--- src/hw/msx_glue_pkg.sv ---
// Shared register map, field widths, crop constants and video types for the MSX glue logic
package msx_glue_pkg;

   // ============================================================
   // APB register map
   // ============================================================
   localparam int unsigned apb_addr_w = 4;
   localparam int unsigned apb_data_w = 32;

   localparam logic [apb_addr_w-1:0] reg_ctrl_addr   = 4'h0;
   localparam logic [apb_addr_w-1:0] reg_video_addr  = 4'h4;
   // Read-only, writes flag pslverr
   localparam logic [apb_addr_w-1:0] reg_status_addr = 4'h8;

   // VIDEO register field layout
   localparam int unsigned video_w   = 10;
   localparam int unsigned vmode_lsb = 7;

   // ============================================================
   // Field widths
   // ============================================================
   localparam int unsigned hdmi_dim_w = 12;
   localparam int unsigned crop_w     = 10;
   localparam int unsigned ar_w       = 12;
   localparam int unsigned img_size_w = 32;

   // Aspect and crop constants
   localparam logic [ar_w-1:0]       ar_x_normal    = 12'd400;
   localparam logic [ar_w-1:0]       ar_x_wide      = 12'd340;
   localparam logic [ar_w-1:0]       ar_y_normal    = 12'd300;
   // 4:3 modes at 1920x1440 and 2048x1536
   localparam logic [hdmi_dim_w-1:0] wide_min_width = 12'd1440;

   // SD activity idle timeout, about 47 ms at 21.48 MHz
   localparam int unsigned sd_act_timeout_default = 1000000;

   // ============================================================
   // Video types
   // ============================================================
   typedef enum logic [1:0] {
      std_auto = 2'd0,
      std_pal  = 2'd1,
      std_ntsc = 2'd2
   } video_std_e;

   // Video-mode field, MSX1 uses one flag, MSX2 a 2-bit selector
   typedef union packed {
      struct packed {
         logic [1:0] unused;
         logic       ntsc;
      } msx1;
      struct packed {
         logic [1:0] mode;
         logic       unused;
      } msx2;
   } video_mode_u;

endpackage

--- src/hw/msx_cfg_regs.sv ---
// APB config and status registers with video-mode decode and core reset combining
`timescale 1ns/100ps

module msx_cfg_regs (
   input  logic                                clk21m,
   input  logic                                reset,
   input  logic                                psel,
   input  logic                                penable,
   input  logic                                pwrite,
   input  logic [msx_glue_pkg::apb_addr_w-1:0] paddr,
   input  logic [msx_glue_pkg::apb_data_w-1:0] pwdata,
   input  logic                                sd_act,
   input  logic                                vsd_sel,
   output logic [msx_glue_pkg::apb_data_w-1:0] prdata,
   output logic                                pready,
   output logic                                pslverr,
   output logic                                core_reset,
   output msx_glue_pkg::video_std_e            video_std,
   output logic [1:0]                          aspect,
   output logic [1:0]                          scale,
   output logic [1:0]                          vga_sl,
   output logic                                vcrop_en,
   output logic                                scandoubler_req
);

   // CTRL fields, soft reset and detach are one-shot
   logic ctrl_soft;
   logic ctrl_detach;
   logic msx_type;
   // VIDEO register
   logic [msx_glue_pkg::video_w-1:0] video_q;

   logic access;
   logic wr_en;
   logic addr_ok;
   msx_glue_pkg::video_mode_u vmode;

   // ============================================================
   // APB decode
   // ============================================================
   // Zero wait states
   assign pready = 1'b1;
   assign access = psel & penable;
   assign wr_en  = access & pwrite;

   assign addr_ok = (paddr == msx_glue_pkg::reg_ctrl_addr)
                 || (paddr == msx_glue_pkg::reg_video_addr)
                 || (paddr == msx_glue_pkg::reg_status_addr);

   // Unmapped offset or write to STATUS
   assign pslverr = access
                 & (~addr_ok | (pwrite & (paddr == msx_glue_pkg::reg_status_addr)));

   // Read mux
   always_comb begin
      prdata = '0;
      case (paddr)
         msx_glue_pkg::reg_ctrl_addr:   prdata[2:0] = {msx_type, ctrl_detach, ctrl_soft};
         msx_glue_pkg::reg_video_addr:  prdata[msx_glue_pkg::video_w-1:0] = video_q;
         msx_glue_pkg::reg_status_addr: prdata[1:0] = {vsd_sel, sd_act};
         default:                       prdata = '0;
      endcase
   end

   // ============================================================
   // Register writes and core reset
   // ============================================================
   always_ff @(posedge clk21m) begin
      if (reset) begin
         ctrl_soft   <= 1'b0;
         ctrl_detach <= 1'b0;
         msx_type    <= 1'b0;
         video_q     <= '0;
         // Core held in reset with the board
         core_reset  <= 1'b1;
      end else begin
         // One-shot bits clear on the next edge
         ctrl_soft   <= 1'b0;
         ctrl_detach <= 1'b0;
         if (wr_en && (paddr == msx_glue_pkg::reg_ctrl_addr)) begin
            ctrl_soft   <= pwdata[0];
            ctrl_detach <= pwdata[1];
            msx_type    <= pwdata[2];
         end
         if (wr_en && (paddr == msx_glue_pkg::reg_video_addr)) begin
            video_q <= pwdata[msx_glue_pkg::video_w-1:0];
         end
         // Single-cycle pulse one edge after the request
         core_reset <= ctrl_soft | ctrl_detach;
      end
   end

   // ============================================================
   // Video settings
   // ============================================================
   assign aspect          = video_q[1:0];
   assign vga_sl          = video_q[3:2];
   assign scale           = video_q[5:4];
   assign vcrop_en        = video_q[6];
   // Any scanline setting needs the scandoubler
   assign scandoubler_req = |video_q[3:2];

   assign vmode = video_q[msx_glue_pkg::video_w-1:msx_glue_pkg::vmode_lsb];

   // MSX1 only knows PAL or NTSC, MSX2 adds auto
   always_comb begin
      if (!msx_type) begin
         video_std = vmode.msx1.ntsc ? msx_glue_pkg::std_ntsc : msx_glue_pkg::std_pal;
      end else begin
         case (vmode.msx2.mode)
            2'd1:    video_std = msx_glue_pkg::std_pal;
            2'd2:    video_std = msx_glue_pkg::std_ntsc;
            // Code 3 falls back to auto
            default: video_std = msx_glue_pkg::std_auto;
         endcase
      end
   end

endmodule

--- src/hw/video_crop_select.sv ---
// HDMI vertical crop, wide flag and aspect-ratio selection from output size and settings
`timescale 1ns/100ps

module video_crop_select (
   input  logic                                clk21m,
   input  logic                                reset,
   input  logic [msx_glue_pkg::hdmi_dim_w-1:0] hdmi_width,
   input  logic [msx_glue_pkg::hdmi_dim_w-1:0] hdmi_height,
   input  logic                                forced_scandoubler,
   input  logic                                scandoubler_req,
   input  logic [1:0]                          aspect,
   input  logic                                vcrop_en,
   output logic [msx_glue_pkg::ar_w-1:0]       arx,
   output logic [msx_glue_pkg::ar_w-1:0]       ary,
   output logic [msx_glue_pkg::crop_w-1:0]     crop_size
);

   logic                                scandoubler;
   // Height times 1.5, one extra bit against overflow
   logic [msx_glue_pkg::hdmi_dim_w:0]   height_x15;
   logic                                is_wide_screen;
   logic                                is_big_43;
   logic [msx_glue_pkg::crop_w-1:0]     crop_next;
   logic                                wide_next;
   // Stage 1
   logic [msx_glue_pkg::crop_w-1:0]     crop_q;
   logic                                wide_q;

   assign scandoubler = forced_scandoubler | scandoubler_req;

   assign height_x15 = {1'b0, hdmi_height}
                     + {2'b00, hdmi_height[msx_glue_pkg::hdmi_dim_w-1:1]};

   assign is_wide_screen = ({1'b0, hdmi_width} >= height_x15) && !scandoubler;
   assign is_big_43      = (hdmi_width >= msx_glue_pkg::wide_min_width) && !scandoubler;

   // ============================================================
   // Crop lookup
   // ============================================================
   always_comb begin
      crop_next = '0;
      wide_next = 1'b0;
      if (is_wide_screen) begin
         case (hdmi_height)
            12'd480:  crop_next = 10'd240;
            12'd600: begin
               crop_next = 10'd200;
               wide_next = vcrop_en;
            end
            12'd720:  crop_next = 10'd240;
            // NTSC only shows 250 of these lines
            12'd768:  crop_next = 10'd256;
            12'd800: begin
               crop_next = 10'd200;
               wide_next = vcrop_en;
            end
            12'd1080: crop_next = 10'd216;
            12'd1200: crop_next = 10'd240;
            default:  crop_next = '0;
         endcase
      end else if (is_big_43) begin
         // 4:3 modes narrower than 1.5x height
         case (hdmi_height)
            12'd1440: crop_next = 10'd240;
            12'd1536: crop_next = 10'd256;
            default:  crop_next = '0;
         endcase
      end
   end

   // ============================================================
   // Two register stages
   // ============================================================
   always_ff @(posedge clk21m) begin
      if (reset) begin
         crop_q    <= '0;
         wide_q    <= 1'b0;
         // Values for VIDEO = 0
         arx       <= msx_glue_pkg::ar_x_normal;
         ary       <= msx_glue_pkg::ar_y_normal;
         crop_size <= '0;
      end else begin
         crop_q <= crop_next;
         wide_q <= wide_next;
         if (aspect == 2'd0) begin
            // Original ratio, narrower when cropping wide modes
            arx <= wide_q ? msx_glue_pkg::ar_x_wide : msx_glue_pkg::ar_x_normal;
            ary <= msx_glue_pkg::ar_y_normal;
         end else begin
            // Custom ARC index with ary zero
            arx <= {{(msx_glue_pkg::ar_w-2){1'b0}}, aspect - 2'd1};
            ary <= '0;
         end
         crop_size <= vcrop_en ? crop_q : '0;
      end
   end

endmodule

--- src/hw/sd_route.sv ---
// SPI routing between physical SD card and virtual card image with bus activity detect
`timescale 1ns/100ps

module sd_route #(
   parameter int unsigned act_timeout = msx_glue_pkg::sd_act_timeout_default
) (
   input  logic                                clk21m,
   input  logic                                reset,
   input  logic                                img_mounted,
   input  logic [msx_glue_pkg::img_size_w-1:0] img_size,
   input  logic                                spi_ss,
   input  logic                                spi_clk,
   input  logic                                spi_mosi,
   input  logic                                sd_miso,
   input  logic                                vsd_miso,
   output logic                                sd_cs,
   output logic                                sd_sck,
   output logic                                sd_mosi,
   output logic                                spi_miso,
   output logic                                vsd_ss,
   output logic                                vsd_sel,
   output logic                                sd_act
);

   // Previous data line levels
   logic mosi_q;
   logic miso_q;
   logic activity;
   logic [$clog2(act_timeout + 1)-1:0] idle_cnt;

   // ============================================================
   // Card select
   // ============================================================
   // Nonzero image means virtual card
   always_ff @(posedge clk21m) begin
      if (reset) begin
         vsd_sel <= 1'b0;
      end else if (img_mounted) begin
         vsd_sel <= |img_size;
      end
   end

   // Physical card parked while the image is used
   assign sd_cs    = spi_ss | vsd_sel;
   assign sd_sck   = spi_clk & ~vsd_sel;
   assign sd_mosi  = spi_mosi & ~vsd_sel;
   assign vsd_ss   = spi_ss | ~vsd_sel;
   assign spi_miso = vsd_sel ? vsd_miso : sd_miso;

   // ============================================================
   // Activity detect
   // ============================================================
   always_ff @(posedge clk21m) begin
      mosi_q <= spi_mosi;
      miso_q <= spi_miso;
   end

   assign activity = (mosi_q ^ spi_mosi) | (miso_q ^ spi_miso);

   always_ff @(posedge clk21m) begin
      if (reset) begin
         idle_cnt <= '0;
         sd_act   <= 1'b0;
      end else if (activity) begin
         idle_cnt <= '0;
         sd_act   <= 1'b1;
      end else if (sd_act) begin
         // Count idle cycles until timeout
         idle_cnt <= idle_cnt + 1'b1;
         if (32'(idle_cnt) == act_timeout - 1) begin
            sd_act <= 1'b0;
         end
      end
   end

endmodule

--- src/hw/msx_glue.sv ---
// MSX glue top level joining the config registers, HDMI crop select and SD routing
`timescale 1ns/100ps

module msx_glue #(
   parameter int unsigned act_timeout = msx_glue_pkg::sd_act_timeout_default
) (
   input  logic                                  clk21m,
   input  logic                                  reset,
   // APB host port
   input  logic                                  psel,
   input  logic                                  penable,
   input  logic                                  pwrite,
   input  logic [msx_glue_pkg::apb_addr_w-1:0]   paddr,
   input  logic [msx_glue_pkg::apb_data_w-1:0]   pwdata,
   output logic [msx_glue_pkg::apb_data_w-1:0]   prdata,
   output logic                                  pready,
   output logic                                  pslverr,
   // Core control
   output logic                                  core_reset,
   output msx_glue_pkg::video_std_e              video_std,
   // Video
   input  logic [msx_glue_pkg::hdmi_dim_w-1:0]   hdmi_width,
   input  logic [msx_glue_pkg::hdmi_dim_w-1:0]   hdmi_height,
   input  logic                                  forced_scandoubler,
   output logic [1:0]                            vga_sl,
   output logic [1:0]                            scale,
   output logic [msx_glue_pkg::ar_w-1:0]         arx,
   output logic [msx_glue_pkg::ar_w-1:0]         ary,
   output logic [msx_glue_pkg::crop_w-1:0]       crop_size,
   // SD card
   input  logic                                  img_mounted,
   input  logic [msx_glue_pkg::img_size_w-1:0]   img_size,
   input  logic                                  spi_ss,
   input  logic                                  spi_clk,
   input  logic                                  spi_mosi,
   input  logic                                  sd_miso,
   input  logic                                  vsd_miso,
   output logic                                  sd_cs,
   output logic                                  sd_sck,
   output logic                                  sd_mosi,
   output logic                                  spi_miso,
   output logic                                  vsd_ss
);

   // Video settings from registers to crop select
   logic [1:0] aspect;
   logic       vcrop_en;
   logic       scandoubler_req;
   // SD status back to registers
   logic       sd_act;
   logic       vsd_sel;

   // ============================================================
   // Config and status registers
   // ============================================================
   msx_cfg_regs cfg_regs_i (
      .clk21m          (clk21m),
      .reset           (reset),
      .psel            (psel),
      .penable         (penable),
      .pwrite          (pwrite),
      .paddr           (paddr),
      .pwdata          (pwdata),
      .sd_act          (sd_act),
      .vsd_sel         (vsd_sel),
      .prdata          (prdata),
      .pready          (pready),
      .pslverr         (pslverr),
      .core_reset      (core_reset),
      .video_std       (video_std),
      .aspect          (aspect),
      .scale           (scale),
      .vga_sl          (vga_sl),
      .vcrop_en        (vcrop_en),
      .scandoubler_req (scandoubler_req)
   );

   // ============================================================
   // HDMI crop and aspect
   // ============================================================
   video_crop_select crop_sel_i (
      .clk21m             (clk21m),
      .reset              (reset),
      .hdmi_width         (hdmi_width),
      .hdmi_height        (hdmi_height),
      .forced_scandoubler (forced_scandoubler),
      .scandoubler_req    (scandoubler_req),
      .aspect             (aspect),
      .vcrop_en           (vcrop_en),
      .arx                (arx),
      .ary                (ary),
      .crop_size          (crop_size)
   );

   // ============================================================
   // SD card routing
   // ============================================================
   sd_route #(
      .act_timeout (act_timeout)
   ) sd_route_i (
      .clk21m      (clk21m),
      .reset       (reset),
      .img_mounted (img_mounted),
      .img_size    (img_size),
      .spi_ss      (spi_ss),
      .spi_clk     (spi_clk),
      .spi_mosi    (spi_mosi),
      .sd_miso     (sd_miso),
      .vsd_miso    (vsd_miso),
      .sd_cs       (sd_cs),
      .sd_sck      (sd_sck),
      .sd_mosi     (sd_mosi),
      .spi_miso    (spi_miso),
      .vsd_ss      (vsd_ss),
      .vsd_sel     (vsd_sel),
      .sd_act      (sd_act)
   );

endmodule

--- config.mk ---
export PLATFORM = sky130hd
export DESIGN_NAME = msx_glue
export DESIGN_NICKNAME = d
export VERILOG_FILES = /design/src/hw/msx_glue_pkg.sv /design/src/hw/msx_cfg_regs.sv /design/src/hw/video_crop_select.sv /design/src/hw/sd_route.sv /design/src/hw/msx_glue.sv
export SDC_FILE = /design/constraint.sdc
export NUM_CORES = 1
export LEC_CHECK = 0
export BUFFER_PORTS_ARGS = -buffer_cell sky130_fd_sc_hd__clkbuf_2
export CAP_MARGIN = 15
export CORE_MARGIN = 8
export CORE_UTILIZATION = 50
export DETAILED_ROUTE_END_ITERATION = 16
export PLACE_DENSITY = 0.86
export SYNTH_ARGS = -nofsm -noshare
export SYNTH_HDL_FRONTEND = slang
export SYNTH_SLANG_ARGS = --single-unit
--- constraint.sdc ---
create_clock -name clk21m -period 7.6 [get_ports clk21m]
set_input_delay 0.38 -clock clk21m [delete_from_list [all_inputs] [get_ports clk21m]]
set_output_delay 0.38 -clock clk21m [all_outputs]
set_load 0.02 [all_outputs]
==> results.md, run 1 <==
* Hold depth at 1
* Synth async-reset ratio at 0
* Setup Skew at 3.98 ps
* Clock-pin slew on the worst setup and hold paths at about 100 ps
* Crit path largest cell delay at around 400 ps
* CP required at roughly 8000 ps
* Worst r2r src: sd_route_i.vsd_sel
* Max Cap Viol at 0
* Fin crit share at 0.481
* Total gr overflow at 0
* TritonCTS Buffers at 5
* Final ANT Viol Nets at 0
* Routed vias at 3,261
* Post-route minimum period at roughly 3700 ps
* Crit start category: input pin
* Final hold vios at 0
* Fillers at between 600 and 700
* Pleak at slightly above 2 nW
* Chip Height at roughly 100 um
* Share of layout cells above drive strength 1 at 0.255
* CP max-delay cell: fa_1
* Post-synthesis cell type count at 49
* DRT Pass-1 Iters at 4
* Top cells by count, synth: 54 x dfxtp_1, 51 x buf_4, 45 x nor2_1, 40 x ha_1
* DR vias/cell at between 5 and 6
* Area of the core at about 0.0073 mm^2
* Clock Path Buffers at 2
* Synthesized area per cell at about 8.6 um^2
* Count of final setup violators at 0
* Pwr dens at 148 mW/mm^2
* Synth Register Bits at 54
* Routed WL at roughly 9.3 mm
* Crit. End Element: flip-flop
* H-tree Lvls at 2
* Die ar. at between 0.01 and 0.015 mm^2
* Leading area contributor after synthesis: dfxtp_1
* Final Max Tran Viols at 0
* Initial core utilization at 0.515
* Row count at 31
* Hold Path Class: in -> reg
* Slew @ Worst Pin at just under 700 ps
* EDFF count, synth at 0
* Kind of critical path: in -> reg
* WHS at roughly 210 ps
* R2R Path End: sd_route_i.idle_cnt[15]
* Seq/Total Area, Yosys at 0.289
* Slew HR at 0.545
* Initial antenna violation count at 0
* Skew-Pair Late Insertion Delay at ~310 ps
* Worst Hold Launch: spi_mosi
* Avg WL per Cell at ~15 um
* RSZ-0062 raised after global routing: no
* GRT Total Usage at 0.173
* Status: finished clean
* Largest net degree at the start of global routing at 27
* I/O Pins at around 180
* Max IR drop VDD at 0.0727 mV
* CTS resizes at 0
* Root Buffer: clkbuf_8
* Die Wd at about 100 um
* Area of the mapped netlist at between 0.003 and 0.004 mm^2
* Nets at around 700
* Setup tns final at 0 ps
* Worst R2R Path Depth at 4
* DRC Markers at 0
* DR iter-0 viols at approximately 130
* Hpwl dp at roughly 7.7 mm
* Top_reg_cell synth: dfxtp_1
* Synth warn at 0
* Critical-path cell list: clkbuf_2 > ha_1 > inv_1 > fa_1 > nor2b_1 > o31a_1 > o221ai_4 > nand2b_1 > a21oi_1 > xor2_1 > ha_1 > a21o_1 > a21oi_1 > o211ai_1 > o21ai_0 > or2_0 > a221oi_1
* Top cell type's share of synthesized area at 0.289
* CTS Sinks at between 50 and 60
* Worst Path Arrival at approximately 3800 ps
* Area Overhead vs Synth at 15.1%
* Antenna Cells at 0
* CP startpoint: hdmi_height[1]
* Post-CTS Setup Bufs at 0
* Hold buffers post-CTS at 0
* Ranking of synthesized cells by area: dfxtp_1 29%, ha_1 13%, buf_4 10%
* Reg-to-reg setup timing slack at roughly 5600 ps
* Number of port buffers at about 120
* Top-count cell post-synth: dfxtp_1
* Fmax at between 200 and 300 MHz
* Post-Synthesis Cells at around 440
* Worst-path fanout max at 6
* GP Congestion at ~0.89
* First-pass GRT wire length at roughly 15 mm
* Vias in the first global route at between 3,000 and 4,000
* CTS tree: yes
* Hold path endpoint: sd_route_i.mosi_q
-- per-layer routing --
metal	share of wire	global-route usage	vias to the layer above
li1	-	-	1636
met1	0.40	0.196	1502
met2	0.53	0.318	109
met3	0.056	0.0375	14
met4	0.011	0.0429	0
met5	0	0	-
-- power by group --
group | internal (W) | switching (W)
logic | 0.0000604 | 0.0000892
clock network | 0.000100 | 0.0000982
registers | 0.000286 | 0.00000301
-- cells by family (layout without fill, tap and decap cells) --
kind of cell	count (synthesis)	count (layout)	share of synthesized area
multiplexers	17	17	0.0458
adder cells (fa/ha/maj)	41	41	0.139
XOR/XNOR	26	26	0.0609
AND/OR/NAND/NOR	160	160	0.228
AO/OA/AOI/OAI	56	56	0.102
buffers and inverters	81	148	0.133
flip-flops	54	54	0.289
other	2	40	0.00201
-- cells in the final DEF (no fill, tap or decap), drive strengths merged, types with 4 or more instances in the layout --
master,n
a21oi,15
dfxtp,54
nand2b,5
clkbuf,126
nor3,7
nand4,9
nor2b,5
xor2,19
and3,14
or2,5
ha,40
o21ai,13
nand2,14
and2,10
conb,40
nor4,9
a21o,6
xnor2,7
nor2,46
nand3,17
and4,4
inv,20
or3,9
mux2i,16
-- through the flow --
step,power [W],cell area [um^2],utilization,setup slack [ps],std cells
2_1_floorplan,0.000412,3880,-,4370,475
6_report,0.000638,4300,0.593,3950,641
5_1_grt,0.000671,4300,0.593,3720,641
3_5_place_dp,0.000443,4180,0.577,3690,633
3_3_place_gp,0.000436,4180,0.577,3840,633
4_1_cts,0.000639,4300,0.593,4010,641
-- cell type report --
type	count	area, um^2	share of cell area
clock buffer	5	68.8	0.0160
timing repair buffer	121	606	0.141
inverter	19	71.3	0.0166
multi-input combinational	340	2300	0.535
clock inverter	3	48.8	0.0113
tap	99	124	0.0288
sequential	54	1080	0.251
-- flip-flops by register name, indices dropped and copies added, names as in the netlist, 5 cells and up --
register and flops:
crop_sel_i.crop_q 5, sd_route_i.idle_cnt 20, cfg_regs_i.video_q 10, crop_sel_i.crop_size 5
crop_sel_i.arx 5
-- critical path: cells and delay by family --
kind,cells,cell delay (ps)
xor+xnor,1,160
compound gates,8,1610
simple gates,3,630
fa+ha+maj,3,870
buf+inv,2,170
-- worst max-delay path by stage --
stage,to,slack (ps),depth (start not counted)
4_1_cts,crop_sel_i.crop_q[7],4010,17
5_1_grt,crop_sel_i.crop_q[4],3720,17
3_5_place_dp,crop_sel_i.crop_q[7],3690,17
2_1_floorplan,crop_sel_i.crop_q[4],4370,17
3_3_place_gp,crop_sel_i.crop_q[4],3840,16
6_report,crop_sel_i.crop_q[7],3950,17
Note: power is estimated with default switching activity, not from simulation.
==> run 2: changes to the inputs <==
CORE_UTILIZATION = 47   (was 50)
PLACE_DENSITY = 0.82   (was 0.86)
clock period = 3.8 ns   (was 7.6 ns; I/O delays follow)
==> run 2 against run 1 <==
Net effect:
- routed wire length shrank 3.0%
- design area barely moved
- power up 98%
- clock skew up 12 ps
- sequential power increased by 100%
- global-route usage decreased by 1.5 points
- via count decreased by 0.52%
- setup slack got worse by 3500 ps
- die area grew 5.4%
- clock power is 93% higher
==> results.md, run 2 (synthesis results as in run 1) <==
* Status: finished clean
* Routed WL at 9.04 mm (-3.0%)
* Kind of critical path: in -> reg
* Worst-path fanout max at 6 (unchanged)
* Worst r2r src: sd_route_i.vsd_sel
* Initial antenna violation count at 0 (unchanged)
* Hold buffers post-CTS at 0 (unchanged)
* CTS resizes at 0 (unchanged)
* Setup tns final at 0 ps (unchanged)
* Crit. End Element: flip-flop
* Pleak at 2.07 nW (+0.12%)
* Chip Height at 105 um (+2.6%)
* Fin crit share at 0.893
* Most common cell after layout, fill and taps aside: clkbuf_2
* Final hold vios at 0 (unchanged)
* Pwr dens at 293 mW/mm^2 (+98%)
* Max IR drop VDD at 0.158 mV (+120%)
* Critical Path Sink: crop_sel_i.crop_q[4]
* R2R Path End: sd_route_i.idle_cnt[15]
* Worst R2R Path Depth at 4 (unchanged)
* Avg WL per Cell at 14.0 um (-3.5%)
* Skew-Pair Late Insertion Delay at 300 ps (about the same)
* Final Max Tran Viols at 0 (unchanged)
* Count of final setup violators at 0 (unchanged)
* Number of flip-flops under the largest register name at 20 (unchanged)
* Largest Register: sd_route_i.idle_cnt
* I/O Pins at 184 (unchanged)
* Die ar. at 0.0111 mm^2 (+5.4%)
* Setup Skew at 15.9 ps (+11.9 ps)
* Area of the core at 0.00773 mm^2 (+6.5%)
* Nets at 686 (unchanged)
* Hold Path Class: in -> reg
* DR iter-0 viols at 109 (-18%)
* CTS tree: yes
* Initial core utilization at 0.484 (-0.0316)
* Routed vias at 3,244 (-0.52%)
* DRT Pass-1 Iters at 4 (unchanged)
* Total gr overflow at 0 (unchanged)
* Share of layout cells above drive strength 1 at 0.255 (unchanged)
* Area Overhead vs Synth at 15.1% (about the same)
* Design Power at 0.00126 W (+98%)
* Largest net degree at the start of global routing at 27 (unchanged)
* Top Registers: sd_route_i.idle_cnt: 20 flops, cfg_regs_i.video_q: 10 flops
* First-pass GRT wire length at 15.3 mm (+2.6%)
* TritonCTS Buffers at 5 (unchanged)
* Antenna Cells at 0 (unchanged)
* Final ANT Viol Nets at 0 (unchanged)
* Clock Path Buffers at 2 (unchanged)
* GP Congestion at 0.875 (-1.7%)
* Vias in the first global route at 3,427 (+1.5%)
* Most frequent cells in the layout: 121 x clkbuf_2, 54 x dfxtp_1, 45 x nor2_1, 40 x ha_1, 40 x conb_1
* Crit start category: input pin
* Slew @ Worst Pin at 651 ps (-31.9 ps)
* CP required at 3950 ps (-3820 ps)
* DRC Markers at 0 (unchanged)
* Root Buffer: clkbuf_8
* Clock-pin slew on the worst setup and hold paths at 90 ps (about the same)
* H-tree Lvls at 2 (unchanged)
* Row count at 32 (+3.2%)
* Post-CTS Setup Bufs at 0 (unchanged)
* Slew HR at 0.566 (+0.0213)
* Worst Hold Launch: spi_mosi
* Die Wd at 105 um (+2.6%)
* CTS Sinks at 54 (unchanged)
* DR vias/cell at 5.04 (-0.98%)
* GRT Total Usage at 0.158 (-0.0149)
* CP startpoint: hdmi_height[1]
* Number of port buffers at 121 (unchanged)
* Reg-to-reg setup timing slack at 1770 ps (-3780 ps)
* Worst Path Arrival at 3540 ps (-280 ps)
* Max Cap Viol at 0 (unchanged)
* Post-route minimum period at roughly 3400 ps
* RSZ-0062 raised after global routing: no
* Fmax at a little under 300 MHz
* Hpwl dp at 7.69 mm (-0.57%)
[run 2: cell types whose count changed in the layout (fill, tap and decap cells not counted), sizes merged]
cell      before  now
clkinv         0    1
clkinvlp       1    0
[run 2: power by group]
group	switching [W]	internal (W)
clock	0.000185	0.000200
sequential	0.00000589	0.000572
combinational	0.000177	0.000121
total	0.000367	0.000893
[run 2: worst min path at each step]
stage | endpoint | slack (ps) | cells after the start
finish | sd_route_i.mosi_q | 30 | 1
global route | sd_route_i.mosi_q | 20 | 1
detailed placement | sd_route_i.mosi_q | 330 | 1
CTS | sd_route_i.mosi_q | 20 | 1
global placement | sd_route_i.mosi_q | 330 | 1
floorplan | sd_route_i.mosi_q | 220 | 0
[run 2: worst max-delay path: stages]
cell	delay, ps
clkbuf_2	110
ha_1	180
inv_1	60
fa_1	410
nor2b_1	180
o31a_1	280
o221ai_4	160
nand2b_1	90
a21oi_1	80
xor2_1	150
ha_1	300
a21o_1	180
a21oi_1	200
o211ai_1	120
o21ai_0	350
or2_0	350
a221oi_1	150
[run 2: per-stage QoR]
step | util | cells | setup WS, ps | hold WS (ps) | cell area (um^2)
detailed placement | 0.542 | 636 | 134 | 333 | 4190
global placement | 0.542 | 636 | 289 | 328 | 4190
CTS | 0.557 | 644 | 461 | 15.8 | 4300
finish | 0.557 | 644 | 408 | 25.5 | 4300
floorplan | - | 475 | 755 | 218 | 3880
global route | 0.557 | 644 | 153 | 15.9 | 4300
[run 2: layout make-up]
cell class	instances	area, um^2
well taps	102	128
clock inverters	3	47.5
fillers	719	3420
clock buffers	5	68.8
repair buffers	121	606
flip-flops and latches	54	1080
multi-input cells	340	2300
inverters	19	71.3
[run 2: metal layers]
metal  up-vias  GRT usage  wire (um)
li1       1630          -          -
met1      1523      0.174       3760
met2        86      0.299       4780
met3         5     0.0418        457
met4         0     0.0224         43
met5         -          0          0
